**config.mk**
```make
export PLATFORM = sky130hd
export DESIGN_NAME = decode_top
export DESIGN_NICKNAME = d
export VERILOG_FILES = /design/src/source/decode_pkg.sv /design/src/source/instr_decoder.sv /design/src/source/hazard_unit.sv /design/src/source/reg_file.sv /design/src/source/issue_register.sv /design/src/source/decode_top.sv
export VERILOG_INCLUDE_DIRS = /design/src /design/src/source
export SDC_FILE = /design/constraint.sdc
export NUM_CORES = 2
export LEC_CHECK = 0
export ABC_AREA = 1
export ABC_CLOCK_PERIOD_IN_PS = 3800
export BUFFER_PORTS_ARGS = -buffer_cell sky130_fd_sc_hd__buf_4
export CORE_MARGIN = 2
export CORE_UTILIZATION = 56
export DETAILED_ROUTE_END_ITERATION = 16
export PLACE_DENSITY = 0.79
export SYNTH_ARGS = -nofsm -noshare
export SYNTH_HDL_FRONTEND = slang
export SYNTH_SLANG_ARGS = --single-unit
export TNS_END_PERCENT = 5
```
**constraint.sdc**
```tcl
create_clock -name clk -period 3.8 [get_ports clk]
set_input_delay 0 -clock clk [delete_from_list [all_inputs] [get_ports clk]]
set_output_delay 0 -clock clk [all_outputs]
set_load 0.05 [all_outputs]
```
**src/source/decode_config.svh**
```systemverilog
// widths, register count and bubble marker values
// for the RV32I decode stage
`ifndef DECODE_CONFIG_SVH
`define DECODE_CONFIG_SVH

`define DEC_XLEN      32
`define DEC_REG_AW    5
`define DEC_NUM_REGS  32

// addi x0, x0, 0
`define DEC_INST_NOP  32'h0000_0013
`define DEC_PC_NOP    32'hffff_ffff

`endif

```
**src/source/decode_pkg.sv**
```systemverilog
// decode stage types
// alu, operand select, memory and writeback encodings
// control bundle passed to execute
package decode_pkg;

    typedef enum logic [4:0] {
        ALU_ADD  = 5'd0,   // zero so a cleared bundle is a plain add
        ALU_SUB  = 5'd1,
        ALU_AND  = 5'd2,
        ALU_OR   = 5'd3,
        ALU_XOR  = 5'd4,
        ALU_SLL  = 5'd5,
        ALU_SRL  = 5'd6,
        ALU_SRA  = 5'd7,
        ALU_SLT  = 5'd8,
        ALU_SLTU = 5'd9,
        ALU_JALR = 5'd10,
        BR_BEQ   = 5'd11,
        BR_BNE   = 5'd12,
        BR_BLT   = 5'd13,
        BR_BGE   = 5'd14,
        BR_BLTU  = 5'd15,
        BR_BGEU  = 5'd16
    } alu_op_e;

    typedef enum logic [1:0] {
        OP1_RS1  = 2'd0,
        OP1_PC   = 2'd1,
        OP1_NONE = 2'd2
    } op1_sel_e;

    typedef enum logic [2:0] {
        OP2_RS2  = 3'd0,
        OP2_IMI  = 3'd1,
        OP2_IMS  = 3'd2,
        OP2_IMJ  = 3'd3,
        OP2_IMU  = 3'd4,
        OP2_NONE = 3'd5
    } op2_sel_e;

    typedef enum logic [3:0] {
        MEM_NONE, MEM_LB, MEM_LBU, MEM_LH, MEM_LHU, MEM_LW, MEM_SB, MEM_SH, MEM_SW
    } mem_op_e;

    typedef enum logic [1:0] {
        WB_NONE, WB_ALU, WB_MEM, WB_PC
    } wb_sel_e;

    typedef struct packed {
        alu_op_e alu_op;
        mem_op_e mem_op;
        wb_sel_e wb_sel;
        logic    rf_wen;
        logic    jmp_flg;   // jal or jalr
    } ctrl_t;

endpackage

```
**src/source/instr_decoder.sv**
```systemverilog
// RV32I decode table
// register field extraction and sign-extended immediates
// unknown encodings give the nop bundle
`include "decode_config.svh"

module instr_decoder (
    input  logic [`DEC_XLEN-1:0]   cur_inst,
    output logic [`DEC_REG_AW-1:0] rs1_addr,
    output logic [`DEC_REG_AW-1:0] rs2_addr,
    output logic [`DEC_REG_AW-1:0] rd_addr,
    output decode_pkg::op1_sel_e   op1_sel,
    output decode_pkg::op2_sel_e   op2_sel,
    output decode_pkg::ctrl_t      ctrl,
    output logic [`DEC_XLEN-1:0]   imm_i,
    output logic [`DEC_XLEN-1:0]   imm_s,
    output logic [`DEC_XLEN-1:0]   imm_b,
    output logic [`DEC_XLEN-1:0]   imm_j,
    output logic [`DEC_XLEN-1:0]   imm_u
);

    localparam logic [6:0] OPC_LOAD   = 7'b0000011;
    localparam logic [6:0] OPC_STORE  = 7'b0100011;
    localparam logic [6:0] OPC_OPIMM  = 7'b0010011;
    localparam logic [6:0] OPC_OP     = 7'b0110011;
    localparam logic [6:0] OPC_BRANCH = 7'b1100011;
    localparam logic [6:0] OPC_JAL    = 7'b1101111;
    localparam logic [6:0] OPC_JALR   = 7'b1100111;
    localparam logic [6:0] OPC_LUI    = 7'b0110111;
    localparam logic [6:0] OPC_AUIPC  = 7'b0010111;

    logic [6:0] opcode;
    logic [2:0] funct3;
    logic [6:0] funct7;
    logic       valid;
    decode_pkg::alu_op_e  alu;
    decode_pkg::mem_op_e  mem;
    decode_pkg::wb_sel_e  wb;
    decode_pkg::op1_sel_e o1;
    decode_pkg::op2_sel_e o2;

    assign opcode   = cur_inst[6:0];
    assign funct3   = cur_inst[14:12];
    assign funct7   = cur_inst[31:25];
    assign rs1_addr = cur_inst[19:15];
    assign rs2_addr = cur_inst[24:20];
    assign rd_addr  = cur_inst[11:7];

    assign imm_i = {{20{cur_inst[31]}}, cur_inst[31:20]};
    assign imm_s = {{20{cur_inst[31]}}, cur_inst[31:25], cur_inst[11:7]};
    assign imm_b = {{19{cur_inst[31]}}, cur_inst[31], cur_inst[7], cur_inst[30:25],
                    cur_inst[11:8], 1'b0};
    assign imm_j = {{11{cur_inst[31]}}, cur_inst[31], cur_inst[19:12], cur_inst[20],
                    cur_inst[30:21], 1'b0};
    assign imm_u = {cur_inst[31:12], 12'b0};

    always_comb begin
        valid = 1'b1;
        alu   = decode_pkg::ALU_ADD;
        mem   = decode_pkg::MEM_NONE;
        wb    = decode_pkg::WB_ALU;
        o1    = decode_pkg::OP1_RS1;
        o2    = decode_pkg::OP2_RS2;
        case (opcode)
            OPC_LOAD: begin
                o2 = decode_pkg::OP2_IMI;
                wb = decode_pkg::WB_MEM;
                case (funct3)
                    3'b000:  mem = decode_pkg::MEM_LB;
                    3'b001:  mem = decode_pkg::MEM_LH;
                    3'b010:  mem = decode_pkg::MEM_LW;
                    3'b100:  mem = decode_pkg::MEM_LBU;
                    3'b101:  mem = decode_pkg::MEM_LHU;
                    default: valid = 1'b0;
                endcase
            end
            OPC_STORE: begin
                o2 = decode_pkg::OP2_IMS;
                wb = decode_pkg::WB_NONE;
                case (funct3)
                    3'b000:  mem = decode_pkg::MEM_SB;
                    3'b001:  mem = decode_pkg::MEM_SH;
                    3'b010:  mem = decode_pkg::MEM_SW;
                    default: valid = 1'b0;
                endcase
            end
            OPC_OPIMM, OPC_OP: begin
                if (opcode == OPC_OPIMM)
                    o2 = decode_pkg::OP2_IMI;
                case (funct3)
                    3'b000:  alu = (opcode == OPC_OP && funct7[5]) ? decode_pkg::ALU_SUB
                                                                   : decode_pkg::ALU_ADD;
                    3'b001:  alu = decode_pkg::ALU_SLL;
                    3'b010:  alu = decode_pkg::ALU_SLT;
                    3'b011:  alu = decode_pkg::ALU_SLTU;
                    3'b100:  alu = decode_pkg::ALU_XOR;
                    3'b101:  alu = funct7[5] ? decode_pkg::ALU_SRA : decode_pkg::ALU_SRL;
                    3'b110:  alu = decode_pkg::ALU_OR;
                    default: alu = decode_pkg::ALU_AND;
                endcase
                // funct7 only legal as 0 or 0x20, and 0x20 only on sub/sra/srai
                if (opcode == OPC_OP || funct3 == 3'b001 || funct3 == 3'b101)
                    valid = (funct7 == 7'b0) ||
                            (funct7 == 7'b0100000 && (funct3 == 3'b101 ||
                                                      (opcode == OPC_OP && funct3 == 3'b000)));
            end
            OPC_BRANCH: begin
                wb = decode_pkg::WB_NONE;
                case (funct3)
                    3'b000:  alu = decode_pkg::BR_BEQ;
                    3'b001:  alu = decode_pkg::BR_BNE;
                    3'b100:  alu = decode_pkg::BR_BLT;
                    3'b101:  alu = decode_pkg::BR_BGE;
                    3'b110:  alu = decode_pkg::BR_BLTU;
                    3'b111:  alu = decode_pkg::BR_BGEU;
                    default: valid = 1'b0;
                endcase
            end
            OPC_JAL: begin
                o1 = decode_pkg::OP1_PC;
                o2 = decode_pkg::OP2_IMJ;
                wb = decode_pkg::WB_PC;
            end
            OPC_JALR: begin
                alu   = decode_pkg::ALU_JALR;
                o2    = decode_pkg::OP2_IMI;
                wb    = decode_pkg::WB_PC;
                valid = (funct3 == 3'b000);
            end
            OPC_LUI, OPC_AUIPC: begin
                o1 = (opcode == OPC_LUI) ? decode_pkg::OP1_NONE : decode_pkg::OP1_PC;
                o2 = decode_pkg::OP2_IMU;
            end
            default: valid = 1'b0;
        endcase

        if (valid) begin
            ctrl    = '{alu, mem, wb, wb != decode_pkg::WB_NONE, wb == decode_pkg::WB_PC};
            op1_sel = o1;
            op2_sel = o2;
        end else begin
            ctrl    = '0;   // nop bundle
            op1_sel = decode_pkg::OP1_NONE;
            op2_sel = decode_pkg::OP2_NONE;
        end
    end

endmodule

```
**src/source/hazard_unit.sv**
```systemverilog
// data hazard detection against exe, mem and wb writers
// stall merge with the memory stage
// save buffer for replay, and nop injection on flush
`include "decode_config.svh"

module hazard_unit (
    input  logic                   clk,
    input  logic                   arst_n,
    input  logic [`DEC_XLEN-1:0]   inst,
    input  logic [`DEC_XLEN-1:0]   pc,
    input  logic                   mem_stall,
    input  logic                   flush,
    input  logic [`DEC_REG_AW-1:0] rs1_addr,
    input  logic [`DEC_REG_AW-1:0] rs2_addr,
    input  logic                   exe_rf_wen,
    input  logic [`DEC_REG_AW-1:0] exe_wb_addr,
    input  logic                   mem_rf_wen,
    input  logic [`DEC_REG_AW-1:0] mem_wb_addr,
    input  logic                   wb_rf_wen,
    input  logic [`DEC_REG_AW-1:0] wb_wb_addr,
    output logic [`DEC_XLEN-1:0]   cur_inst,
    output logic [`DEC_XLEN-1:0]   cur_pc,
    output logic                   hazard_stall,
    output logic                   stage_stall
);

    logic [2:0]          hit;
    logic                replay;
    logic [`DEC_XLEN-1:0] save_inst;
    logic [`DEC_XLEN-1:0] save_pc;

    // sources compared even when the instruction ignores them
    assign hit[0] = exe_rf_wen && exe_wb_addr != '0 &&
                    (exe_wb_addr == rs1_addr || exe_wb_addr == rs2_addr);
    assign hit[1] = mem_rf_wen && mem_wb_addr != '0 &&
                    (mem_wb_addr == rs1_addr || mem_wb_addr == rs2_addr);
    assign hit[2] = wb_rf_wen && wb_wb_addr != '0 &&
                    (wb_wb_addr == rs1_addr || wb_wb_addr == rs2_addr);

    assign hazard_stall = !flush && (|hit);
    assign stage_stall  = mem_stall || hazard_stall;

    assign cur_inst = flush ? `DEC_INST_NOP : (replay ? save_inst : inst);
    assign cur_pc   = flush ? `DEC_PC_NOP   : (replay ? save_pc : pc);

    always_ff @(posedge clk or negedge arst_n) begin
        if (!arst_n)
            replay <= 1'b0;
        else
            replay <= stage_stall;
    end

    always_ff @(posedge clk) begin
        if (stage_stall) begin
            save_inst <= cur_inst;   // held for the next cycle
            save_pc   <= cur_pc;
        end else if (flush) begin
            save_inst <= `DEC_INST_NOP;
            save_pc   <= `DEC_PC_NOP;
        end
    end

    // a flushed instruction is never held for replay
    a_flush_no_hold: assert property (@(posedge clk) disable iff (!arst_n)
        flush |-> !hazard_stall ##1 (!replay || cur_inst == `DEC_INST_NOP || flush));

endmodule

```
**src/source/reg_file.sv**
```systemverilog
// 32-entry integer register file
// one write port, two combinational read ports, x0 hardwired to zero
`include "decode_config.svh"

module reg_file (
    input  logic                   clk,
    input  logic                   arst_n,
    input  logic                   wen,
    input  logic [`DEC_REG_AW-1:0] waddr,
    input  logic [`DEC_XLEN-1:0]   wdata,
    input  logic [`DEC_REG_AW-1:0] raddr_a,
    input  logic [`DEC_REG_AW-1:0] raddr_b,
    output logic [`DEC_XLEN-1:0]   rdata_a,
    output logic [`DEC_XLEN-1:0]   rdata_b
);

    logic [`DEC_XLEN-1:0] regs [`DEC_NUM_REGS];

    always_ff @(posedge clk or negedge arst_n) begin
        if (!arst_n) begin
            for (int i = 0; i < `DEC_NUM_REGS; i++)
                regs[i] <= '0;
        end else if (wen && waddr != '0) begin
            regs[waddr] <= wdata;
        end
    end

    // no bypass, same-cycle read sees the old value
    assign rdata_a = (raddr_a == '0) ? '0 : regs[raddr_a];
    assign rdata_b = (raddr_b == '0) ? '0 : regs[raddr_b];

    a_waddr_range: assert property (@(posedge clk) disable iff (!arst_n)
        wen |-> (int'(waddr) < `DEC_NUM_REGS));

endmodule

```
**src/source/issue_register.sv**
```systemverilog
// ALU operand selection
// registered decode bundle with bubble insertion on stall
`include "decode_config.svh"

module issue_register (
    input  logic                   clk,
    input  logic                   arst_n,
    input  logic                   stage_stall,
    input  logic [`DEC_XLEN-1:0]   cur_inst,
    input  logic [`DEC_XLEN-1:0]   cur_pc,
    input  decode_pkg::op1_sel_e   op1_sel,
    input  decode_pkg::op2_sel_e   op2_sel,
    input  decode_pkg::ctrl_t      ctrl_in,
    input  logic [`DEC_REG_AW-1:0] rd_addr,
    input  logic [`DEC_XLEN-1:0]   rs1_data,
    input  logic [`DEC_XLEN-1:0]   rs2_data_in,
    input  logic [`DEC_XLEN-1:0]   imm_i,
    input  logic [`DEC_XLEN-1:0]   imm_s,
    input  logic [`DEC_XLEN-1:0]   imm_b_in,
    input  logic [`DEC_XLEN-1:0]   imm_j,
    input  logic [`DEC_XLEN-1:0]   imm_u,
    output logic [`DEC_XLEN-1:0]   out_inst,
    output logic [`DEC_XLEN-1:0]   out_pc,
    output logic [`DEC_XLEN-1:0]   op1_data,
    output logic [`DEC_XLEN-1:0]   op2_data,
    output logic [`DEC_XLEN-1:0]   rs2_data,
    output logic [`DEC_XLEN-1:0]   imm_b,
    output decode_pkg::ctrl_t      ctrl,
    output logic [`DEC_REG_AW-1:0] wb_addr
);

    logic [`DEC_XLEN-1:0] op1_nxt;
    logic [`DEC_XLEN-1:0] op2_nxt;

    always_comb begin
        case (op1_sel)
            decode_pkg::OP1_RS1: op1_nxt = rs1_data;
            decode_pkg::OP1_PC:  op1_nxt = cur_pc;
            default:             op1_nxt = '0;   // lui
        endcase
        case (op2_sel)
            decode_pkg::OP2_RS2: op2_nxt = rs2_data_in;
            decode_pkg::OP2_IMI: op2_nxt = imm_i;
            decode_pkg::OP2_IMS: op2_nxt = imm_s;
            decode_pkg::OP2_IMJ: op2_nxt = imm_j;
            decode_pkg::OP2_IMU: op2_nxt = imm_u;
            default:             op2_nxt = '0;
        endcase
    end

    always_ff @(posedge clk or negedge arst_n) begin
        if (!arst_n) begin
            out_inst <= `DEC_INST_NOP;
            out_pc   <= `DEC_PC_NOP;
            op1_data <= '1;
            op2_data <= '1;
            rs2_data <= '1;
            imm_b    <= '1;
            ctrl     <= '0;
            wb_addr  <= '0;
        end else begin
            // bubble on stall
            out_inst <= stage_stall ? `DEC_INST_NOP : cur_inst;
            out_pc   <= stage_stall ? `DEC_PC_NOP : cur_pc;
            op1_data <= stage_stall ? '1 : op1_nxt;
            op2_data <= stage_stall ? '1 : op2_nxt;
            rs2_data <= stage_stall ? '1 : rs2_data_in;
            imm_b    <= stage_stall ? '1 : imm_b_in;
            ctrl     <= stage_stall ? '0 : ctrl_in;
            wb_addr  <= stage_stall ? '0 : rd_addr;
        end
    end

    a_bubble_no_write: assert property (@(posedge clk) disable iff (!arst_n)
        stage_stall |=> !ctrl.rf_wen);

endmodule

```
**src/source/decode_top.sv**
```systemverilog
// decode stage top
// hazard unit, instruction decoder, register file and issue register
`include "decode_config.svh"

module decode_top (
    input  logic                   clk,
    input  logic                   arst_n,
    input  logic [`DEC_XLEN-1:0]   inst,
    input  logic [`DEC_XLEN-1:0]   pc,
    input  logic                   mem_stall,
    input  logic                   flush,
    input  logic                   exe_rf_wen,
    input  logic                   mem_rf_wen,
    input  logic                   wb_rf_wen,
    input  logic [`DEC_REG_AW-1:0] exe_wb_addr,
    input  logic [`DEC_REG_AW-1:0] mem_wb_addr,
    input  logic [`DEC_REG_AW-1:0] wb_wb_addr,
    input  logic                   wb_wen,
    input  logic [`DEC_REG_AW-1:0] wb_waddr,
    input  logic [`DEC_XLEN-1:0]   wb_wdata,
    output logic                   hazard_stall,
    output logic [`DEC_XLEN-1:0]   out_inst,
    output logic [`DEC_XLEN-1:0]   out_pc,
    output logic [`DEC_XLEN-1:0]   op1_data,
    output logic [`DEC_XLEN-1:0]   op2_data,
    output logic [`DEC_XLEN-1:0]   rs2_data,
    output logic [`DEC_XLEN-1:0]   imm_b,
    output decode_pkg::ctrl_t      ctrl,
    output logic [`DEC_REG_AW-1:0] wb_addr
);

    logic [`DEC_XLEN-1:0]   cur_inst, cur_pc;
    logic                   stage_stall;
    logic [`DEC_REG_AW-1:0] rs1_addr, rs2_addr, rd_addr;
    decode_pkg::op1_sel_e   op1_sel;
    decode_pkg::op2_sel_e   op2_sel;
    decode_pkg::ctrl_t      dec_ctrl;
    logic [`DEC_XLEN-1:0]   imm_i, imm_s, dec_imm_b, imm_j, imm_u;
    logic [`DEC_XLEN-1:0]   rs1_val, rs2_val;

    hazard_unit u_hazard (
        .clk, .arst_n, .inst, .pc, .mem_stall, .flush, .rs1_addr, .rs2_addr,
        .exe_rf_wen, .exe_wb_addr, .mem_rf_wen, .mem_wb_addr, .wb_rf_wen, .wb_wb_addr,
        .cur_inst, .cur_pc, .hazard_stall, .stage_stall
    );

    instr_decoder u_decoder (
        .cur_inst, .rs1_addr, .rs2_addr, .rd_addr, .op1_sel, .op2_sel,
        .ctrl(dec_ctrl), .imm_i, .imm_s, .imm_b(dec_imm_b), .imm_j, .imm_u
    );

    reg_file u_reg_file (
        .clk, .arst_n, .wen(wb_wen), .waddr(wb_waddr), .wdata(wb_wdata),
        .raddr_a(rs1_addr), .raddr_b(rs2_addr), .rdata_a(rs1_val), .rdata_b(rs2_val)
    );

    issue_register u_issue (
        .clk, .arst_n, .stage_stall, .cur_inst, .cur_pc, .op1_sel, .op2_sel,
        .ctrl_in(dec_ctrl), .rd_addr, .rs1_data(rs1_val), .rs2_data_in(rs2_val),
        .imm_i, .imm_s, .imm_b_in(dec_imm_b), .imm_j, .imm_u,
        .out_inst, .out_pc, .op1_data, .op2_data, .rs2_data, .imm_b, .ctrl, .wb_addr
    );

endmodule

```
[Word-level counts from Yosys, hierarchy flattened]
Cells that the tools add are included.
Storage, ports and cells
  register bits: 1299
  bits in latches: 0
  bits in writable memories: 0
  ROM bits: 0
  output and inout port bits: 211
  word-level logic and storage cells: 176
  memories kept: 0
Cells by class
  add/subtract/negate cells: 0
  multiply operators: 0
  div/mod/pow operators: 0
  $lt $le $gt $ge: 4
  eq/ne operators: 29
  shifts and indexed selects: 0
  multiplexer cells: 50
  bitwise operators: 3
  reductions and logical operators: 43
Operators by type and width (count)
  $bwmux 1024: 1
  $mux 32: 21
  $bmux 32 s5: 2
  $demux 32 s5: 1
  $pmux 32 s5: 1
  $pmux 32 s2: 1
  $pmux 5 s7: 1
  $eq 5x5->1: 6
  $pmux 3 s5: 2
  $pmux 5 s6: 1
  $eq 7x6->1 const B: 4
  $mux 13: 2
  $eq 7x7->1 const B: 3
  $reduce_bool 5->1: 4
  $ge 6x6->1 const B: 3
  $not 5->6: 3
  $eq 3x3->1 const B: 5
  $pmux 5 s3: 1
  $eq 7x5->1 const B: 2
  $eq 3x2->1 const B: 4
  $logic_and 1x1->1: 12
  $pmux 4 s3: 1
  $logic_not 5->1: 2
  $reduce_or 2->1: 5
  other kinds (22): 41

[Logic depth before layout (Yosys ltp)]
  depth in word-level cells: 13
  gate-level depth with buffers: 19
  mapped depth without buffers: 17

[By module]
A second synthesis with hierarchy kept.
Second synthesis, totals
  cell total of the unflattened synthesis: 10158
  area, all modules: 72306.8 µm²
Modules (own cells, without submodules)
  reg_file: times used 1, cells an instance 8362, area each 57493.9 µm², seq. area each 25624.6 µm²
  issue_register: times used 1, cells an instance 925, area each 8798.4 µm², seq. area each 5459.0 µm²
  hazard_unit: times used 1, cells an instance 551, area each 4056.4 µm², seq. area each 1946.9 µm²
  instr_decoder: times used 1, cells an instance 320, area each 1958.1 µm², seq. area each 0.0 µm²

[Worst setup path before layout]
Ideal clock, no wire load.
  path type: register -> register
  start point: reg u_hazard.replay
  end point: reg u_hazard.save_inst[0] (enable)
  arrival: 3.248 ns
  data required time: 3.111 ns
  path slack: -0.137 ns
  cell stages (with the launch flop): 16
  buffers on the path: 5
  cell sequence: dfrtp_1 > buf_4 > buf_6 > buf_6 > nor2_1 > nor2_1 > o22ai_1 > nor2_1 > nand2_1 > nand2_1 > nand2_1 > nand3_2 > nor2_4 > buf_6 > buf_6 > nand2_1
Between the ends
  word-level cells in the longest chain between the ends: 9
  elaborated cells between the ends (all ways): 18
Ends and longest elaborated chain
  from (decl): RTL line hazard_unit.sv:28  | logic replay;
  from (signal assigned): RTL line hazard_unit.sv:50  | replay <= stage_stall;
  $mux 32 * (2 in a row): RTL line hazard_unit.sv:43  | assign cur_inst = flush ? `DEC_INST_NOP : (replay ? save_inst : inst);
  $eq 5x5->1, on equally long branches: RTL line hazard_unit.sv:34, hazard_unit.sv:36, hazard_unit.sv:38
  $logic_or 1x1->1, on equally long branches: RTL line hazard_unit.sv:34, hazard_unit.sv:36, hazard_unit.sv:38
  $logic_and 1x1->1, on equally long branches: RTL line hazard_unit.sv:33, hazard_unit.sv:35, hazard_unit.sv:37
  $reduce_or 3->1 *: RTL line hazard_unit.sv:40  | assign hazard_stall = !flush && (|hit);
  $logic_and 1x1->1 *: RTL line hazard_unit.sv:40
  named net hazard_stall: RTL line decode_top.sv:21  | output logic hazard_stall,
  $logic_or 1x1->1 *: RTL line hazard_unit.sv:41  | assign stage_stall = mem_stall || hazard_stall;
  $reduce_bool 2->1 (no source line) *
  to (signal assigned): RTL line hazard_unit.sv:55  | save_inst <= cur_inst;
  to (signal assigned): RTL line hazard_unit.sv:58  | save_inst <= `DEC_INST_NOP;
  to (decl): RTL line hazard_unit.sv:29  | logic [`DEC_XLEN-1:0] save_inst;
The timed path passes the listed nets; every way through them passes the cells marked *.
A chain may end at the register's enable or synchronous reset.

[Worst setup path after layout]
  start point: reg u_hazard.replay
  end point: reg u_issue.out_pc[19]
Between the ends
  word-level cells in the longest chain between the ends: 9
  elaborated cells between the ends (all ways): 20
Ends and longest elaborated chain
  $mux 32 (2 in a row): RTL line hazard_unit.sv:43
  $eq 5x5->1, on equally long branches: RTL line hazard_unit.sv:34, hazard_unit.sv:36, hazard_unit.sv:38
  $logic_or 1x1->1, on equally long branches: RTL line hazard_unit.sv:34, hazard_unit.sv:36, hazard_unit.sv:38
  $logic_and 1x1->1, on equally long branches: RTL line hazard_unit.sv:33, hazard_unit.sv:35, hazard_unit.sv:37
  $reduce_or 3->1: RTL line hazard_unit.sv:40
  $logic_and 1x1->1: RTL line hazard_unit.sv:40
  $logic_or 1x1->1: RTL line hazard_unit.sv:41
  $mux 32 *: RTL line issue_register.sv:64  | out_pc <= stage_stall ? `DEC_PC_NOP : cur_pc;
  to (signal assigned): RTL line issue_register.sv:54  | out_pc <= `DEC_PC_NOP;
  to (signal assigned): RTL line issue_register.sv:64
  to (decl): RTL line issue_register.sv:23  | output logic [`DEC_XLEN-1:0] out_pc,
Mark *: on every way between the ends. The rest lies on a longest branch, timed or not.

==> results.md <==
- Setup TNS: 0 ps
- Vias per inst: about 6.4
- Pint: approximately 27 mW
- Flops & latches, synth: between 1000 and 1500
- Tcrit/Tclk final: 0.927
- DR WL/cell: roughly 25 µm
- Initial antenna violation count: 14
- Core area: 119000 µm²
- CP Capture Type: flip-flop
- TritonCTS clock tree: built
- Pwr dens: approximately 560 nW/µm²
- Worst path most repeated cell: nand2_1
- Worst min-delay path class: in -> reg
- Fillers: approximately 9900
- Worst-skew pair later-pin latency: between 700 and 800 ps
- Final Hold Viols: 0
- Starting DRT DRC Count: approximately 11000
- Crit path cell chain: buf_12 > or2_1 > nand2_4 > inv_4 > o22ai_1 > nor2_1 > nand2_1 > nand2_1 > nand2_1 > nand3_2 > nor2_4 > buf_4 > buf_6 > nand2_1 > dlygate4sd3_1
- Worst slew pin tran: ~1300 ps
- Total CTS buffers: ~140
- Net Switching: between 15 and 20 mW
- WL final: about 260000 µm
- Synth top area share: 0.398
- Via count: approximately 70000
- Port Buffers: between 300 and 400
- Max_slew headroom: 0.0990
- FF-to-FF path depth: 15
- Die area: 123000 µm²
- Post-CTS Repair Setup Buffers: 0
- Slew Limit Fails: 0
- Final Skew: around 26 ps
- Synthesized net count: just over 9000
- IR Drop Worst-Case VDD: slightly above 0.4 mV
- Drt first pass iters: 9
- Fmax: between 200 and 300 MHz
- R2R Path Start: u_hazard.replay$_DFF_PN0_
- MaxCap Viol Count: 0
- Pleak: between 30 and 40 nW
- Hold Path Depth: 4
- Cells after synthesis: slightly below 9000
- CP Data Required Time: between 4000 and 5000 ps
- Post-Syn Area: ~67000 µm²
- Layout cell share with drive strength beyond 1: 0.110
- CTS Buffer Depth: 3
- Num ports: 335
- Setup-failing EPs final: 0
- Final nets: between 9000 and 10000
- Pwr Total: approximately 43 mW
- Fraction of registers with async set/reset: 0.950
- Largest net degree at the start of global routing: between 200 and 250
- Max FO, Critical Path: 37
- Placement row count: 127
- ANT nets after route: 0
- Routability cong.: ~0.95
- Distinct cell type count after synthesis: between 40 and 50
- GRT Util Overall: 0.420
- Synth Area per Inst: between 7 and 8 µm²
- H-tree level count: 4
- Overflow after GRT: 0
- Seq/Total Area, Yosys: 0.483
- Most frequent cell after synthesis: nand2_1
- Global-route wire length before repair: 389000 µm
- Die outline height: 350 µm
- Final hold slack: 28.9 ps
- Combinational group share of total power: 0.265
- RSZ-0062 raised after global routing: false
- Hold Path End: u_reg_file.regs[579]$_DFFE_PN0P_
- Status: finished clean
- Sequential share of power: 0.417
- CP Class: reg -> reg
- Net Sw Frac: 0.359
- Minimum clock period: roughly 3500 ps
- Clk root buf: clkbuf_16
- Clock Pin Slew Worst Setup and Hold Paths: ~70 ps
- Hold Startpoint: wb_wdata[3]
- Yosys Warn Count: 0
- CP arrival: approximately 4200 ps
- Synth area leaders: dfrtp_1 (40%), nand2_1 (15%), o21ai_0 (9.8%)
- Post-synth EDFFs: 64
- Cell taking the most area after synthesis: dfrtp_1
- Post-detail-place hpwl: approximately 150000 µm
- Commonest cells in the netlist: nand2_1 (2721), o21ai_0 (1308), nand3_1 (1169)
- CP Launch Type: flip-flop
- Drc violations: 0
- Area Growth Syn to Fin: 13.6%
- Synth Flop Type: dfrtp_1
- Clock power frac: 0.319
- Post-layout util: 0.639
- Max stage delay on crit path: approximately 600 ps
- Reg2reg end: u_issue.out_pc[19]$_DFF_PN1_
- CTS sink count: roughly 1300
- Slowest cell on the critical path: dlygate4sd3_1
- Initial Util: 0.562
- Vias in the first global route: approximately 63000
- Die X: between 300 and 400 µm
- R2R Setup Slk: between 200 and 300 ps
==> metal layers <==
layer	routed length, µm	part of all wire	GRT usage
met1	92900	0.36	0.548
met2	108000	0.41	0.594
met3	41800	0.16	0.151
met4	18900	0.072	0.268
met5	187	0.00072	0
==> sequential cells by signal, summed over array words and instances, names as in the netlist <==
register / count
u_issue.out_pc: 32
u_issue.rs2_data: 32
u_reg_file.regs: 1023
u_issue.out_inst: 32
u_hazard.replay: 1
u_issue.op1_data: 32
u_issue.imm_b: 13
u_issue.op2_data: 32
u_hazard.save_inst: 32
u_issue.ctrl: 13
u_hazard.save_pc: 32
==> per-stage QoR <==
stage               area [µm²]  setup WS, ps  cells
detailed placement       70300           290  10300
global route             76200           112  10600
finish                   76200           279  10600
floorplan                67100           515   8933
CTS                      76200           153  10600
global placement         70300           360  10300
==> critical path, delay by kind of cell (launching register included) <==
family          cells  cell delay [ps]
compound gates      1              160
buf+inv             5             1610
flops               1              450
simple gates        9             1210
==> layout by cell type (no fill, tap or decap), types with 6 or more instances in the layout <==
| master | netlist | layout |
|---|---|---|
| inv_6 | 0 | 8 |
| nand2_1 | 2721 | 2690 |
| xor2_1 | 14 | 14 |
| nor2_4 | 4 | 9 |
| o22ai_1 | 11 | 11 |
| edfxtp_1 | 64 | 64 |
| clkbuf_1 | 396 | 28 |
| nor2_1 | 341 | 338 |
| nand2_4 | 3 | 6 |
| a21oi_1 | 347 | 347 |
| clkbuf_16 | 0 | 136 |
| dfrtp_1 | 1066 | 1065 |
| dlygate4sd3_1 | 0 | 136 |
| or2_2 | 10 | 10 |
| buf_12 | 0 | 61 |
| nand4_1 | 54 | 54 |
| nand2_2 | 12 | 38 |
| o211ai_1 | 292 | 292 |
| dfstp_2 | 144 | 144 |
| bufinv_16 | 0 | 7 |
| inv_2 | 9 | 7 |
| or2_1 | 9 | 9 |
| nand3_1 | 1169 | 1167 |
| clkinv_2 | 0 | 22 |
| buf_4 | 53 | 459 |
| o21ai_0 | 1308 | 1308 |
| clkbuf_8 | 0 | 31 |
| inv_1 | 470 | 467 |
| nand3_2 | 21 | 23 |
| nor3_1 | 23 | 23 |
==> worst max path at each step <==
stage	start	to	slack (ps)	cells past startpoint
6_report	u_hazard.replay$_DFF_PN0_	u_issue.out_pc[19]$_DFF_PN1_	280	15
4_1_cts	u_hazard.replay$_DFF_PN0_	u_issue.out_pc[29]$_DFF_PN1_	150	15
3_5_place_dp	u_hazard.replay$_DFF_PN0_	u_issue.op2_data[16]$_DFF_PN1_	290	17
5_1_grt	u_hazard.replay$_DFF_PN0_	u_issue.out_pc[15]$_DFF_PN1_	110	15
3_3_place_gp	u_hazard.replay$_DFF_PN0_	u_issue.op2_data[16]$_DFF_PN1_	360	17
2_1_floorplan	u_hazard.replay$_DFF_PN0_	u_hazard.save_inst[0]$_SDFFCE_PN1P_	510	15
==> cell type report <==
type | count | area [µm²] | area share
sequential | 1274 | 32400 | 0.425
multi-input combinational | 6374 | 29400 | 0.386
timing repair buffer | 658 | 6070 | 0.0796
clock buffer | 195 | 3940 | 0.0516
tap | 1612 | 2020 | 0.0265
inverter | 481 | 1820 | 0.0238
clock inverter | 50 | 579 | 0.00760
antenna | 4 | 10.0 | 0.000131
==> cell families (layout without fill, tap and decap cells) <==
kind of cell	count (synthesis)	in the layout	share of synthesized area
flops	1274	1274	0.483
other cells	0	4	0
simple gates	4385	4385	0.274
compound gates	1974	1974	0.159
buf+inv	1285	1384	0.0822
xor+xnor	15	15	0.00196
==> power groups by stage <==
stage	combinational, mW	clock (mW)	sequential [mW]
floorplan	6.46	0	18.5
global placement	10.5	0	17.9
detailed placement	10.8	0	18.0
CTS	11.0	13.6	17.8
global route	12.3	14.2	18.1
finish	11.3	13.6	17.9
==> timing repair <==
item	CTS	global route
setup endpoints to repair	0	12
hold endpoints to repair	1904	0
hold buffers	137	0
resized for setup	0	4
Note: power is estimated with default switching activity, not from simulation.
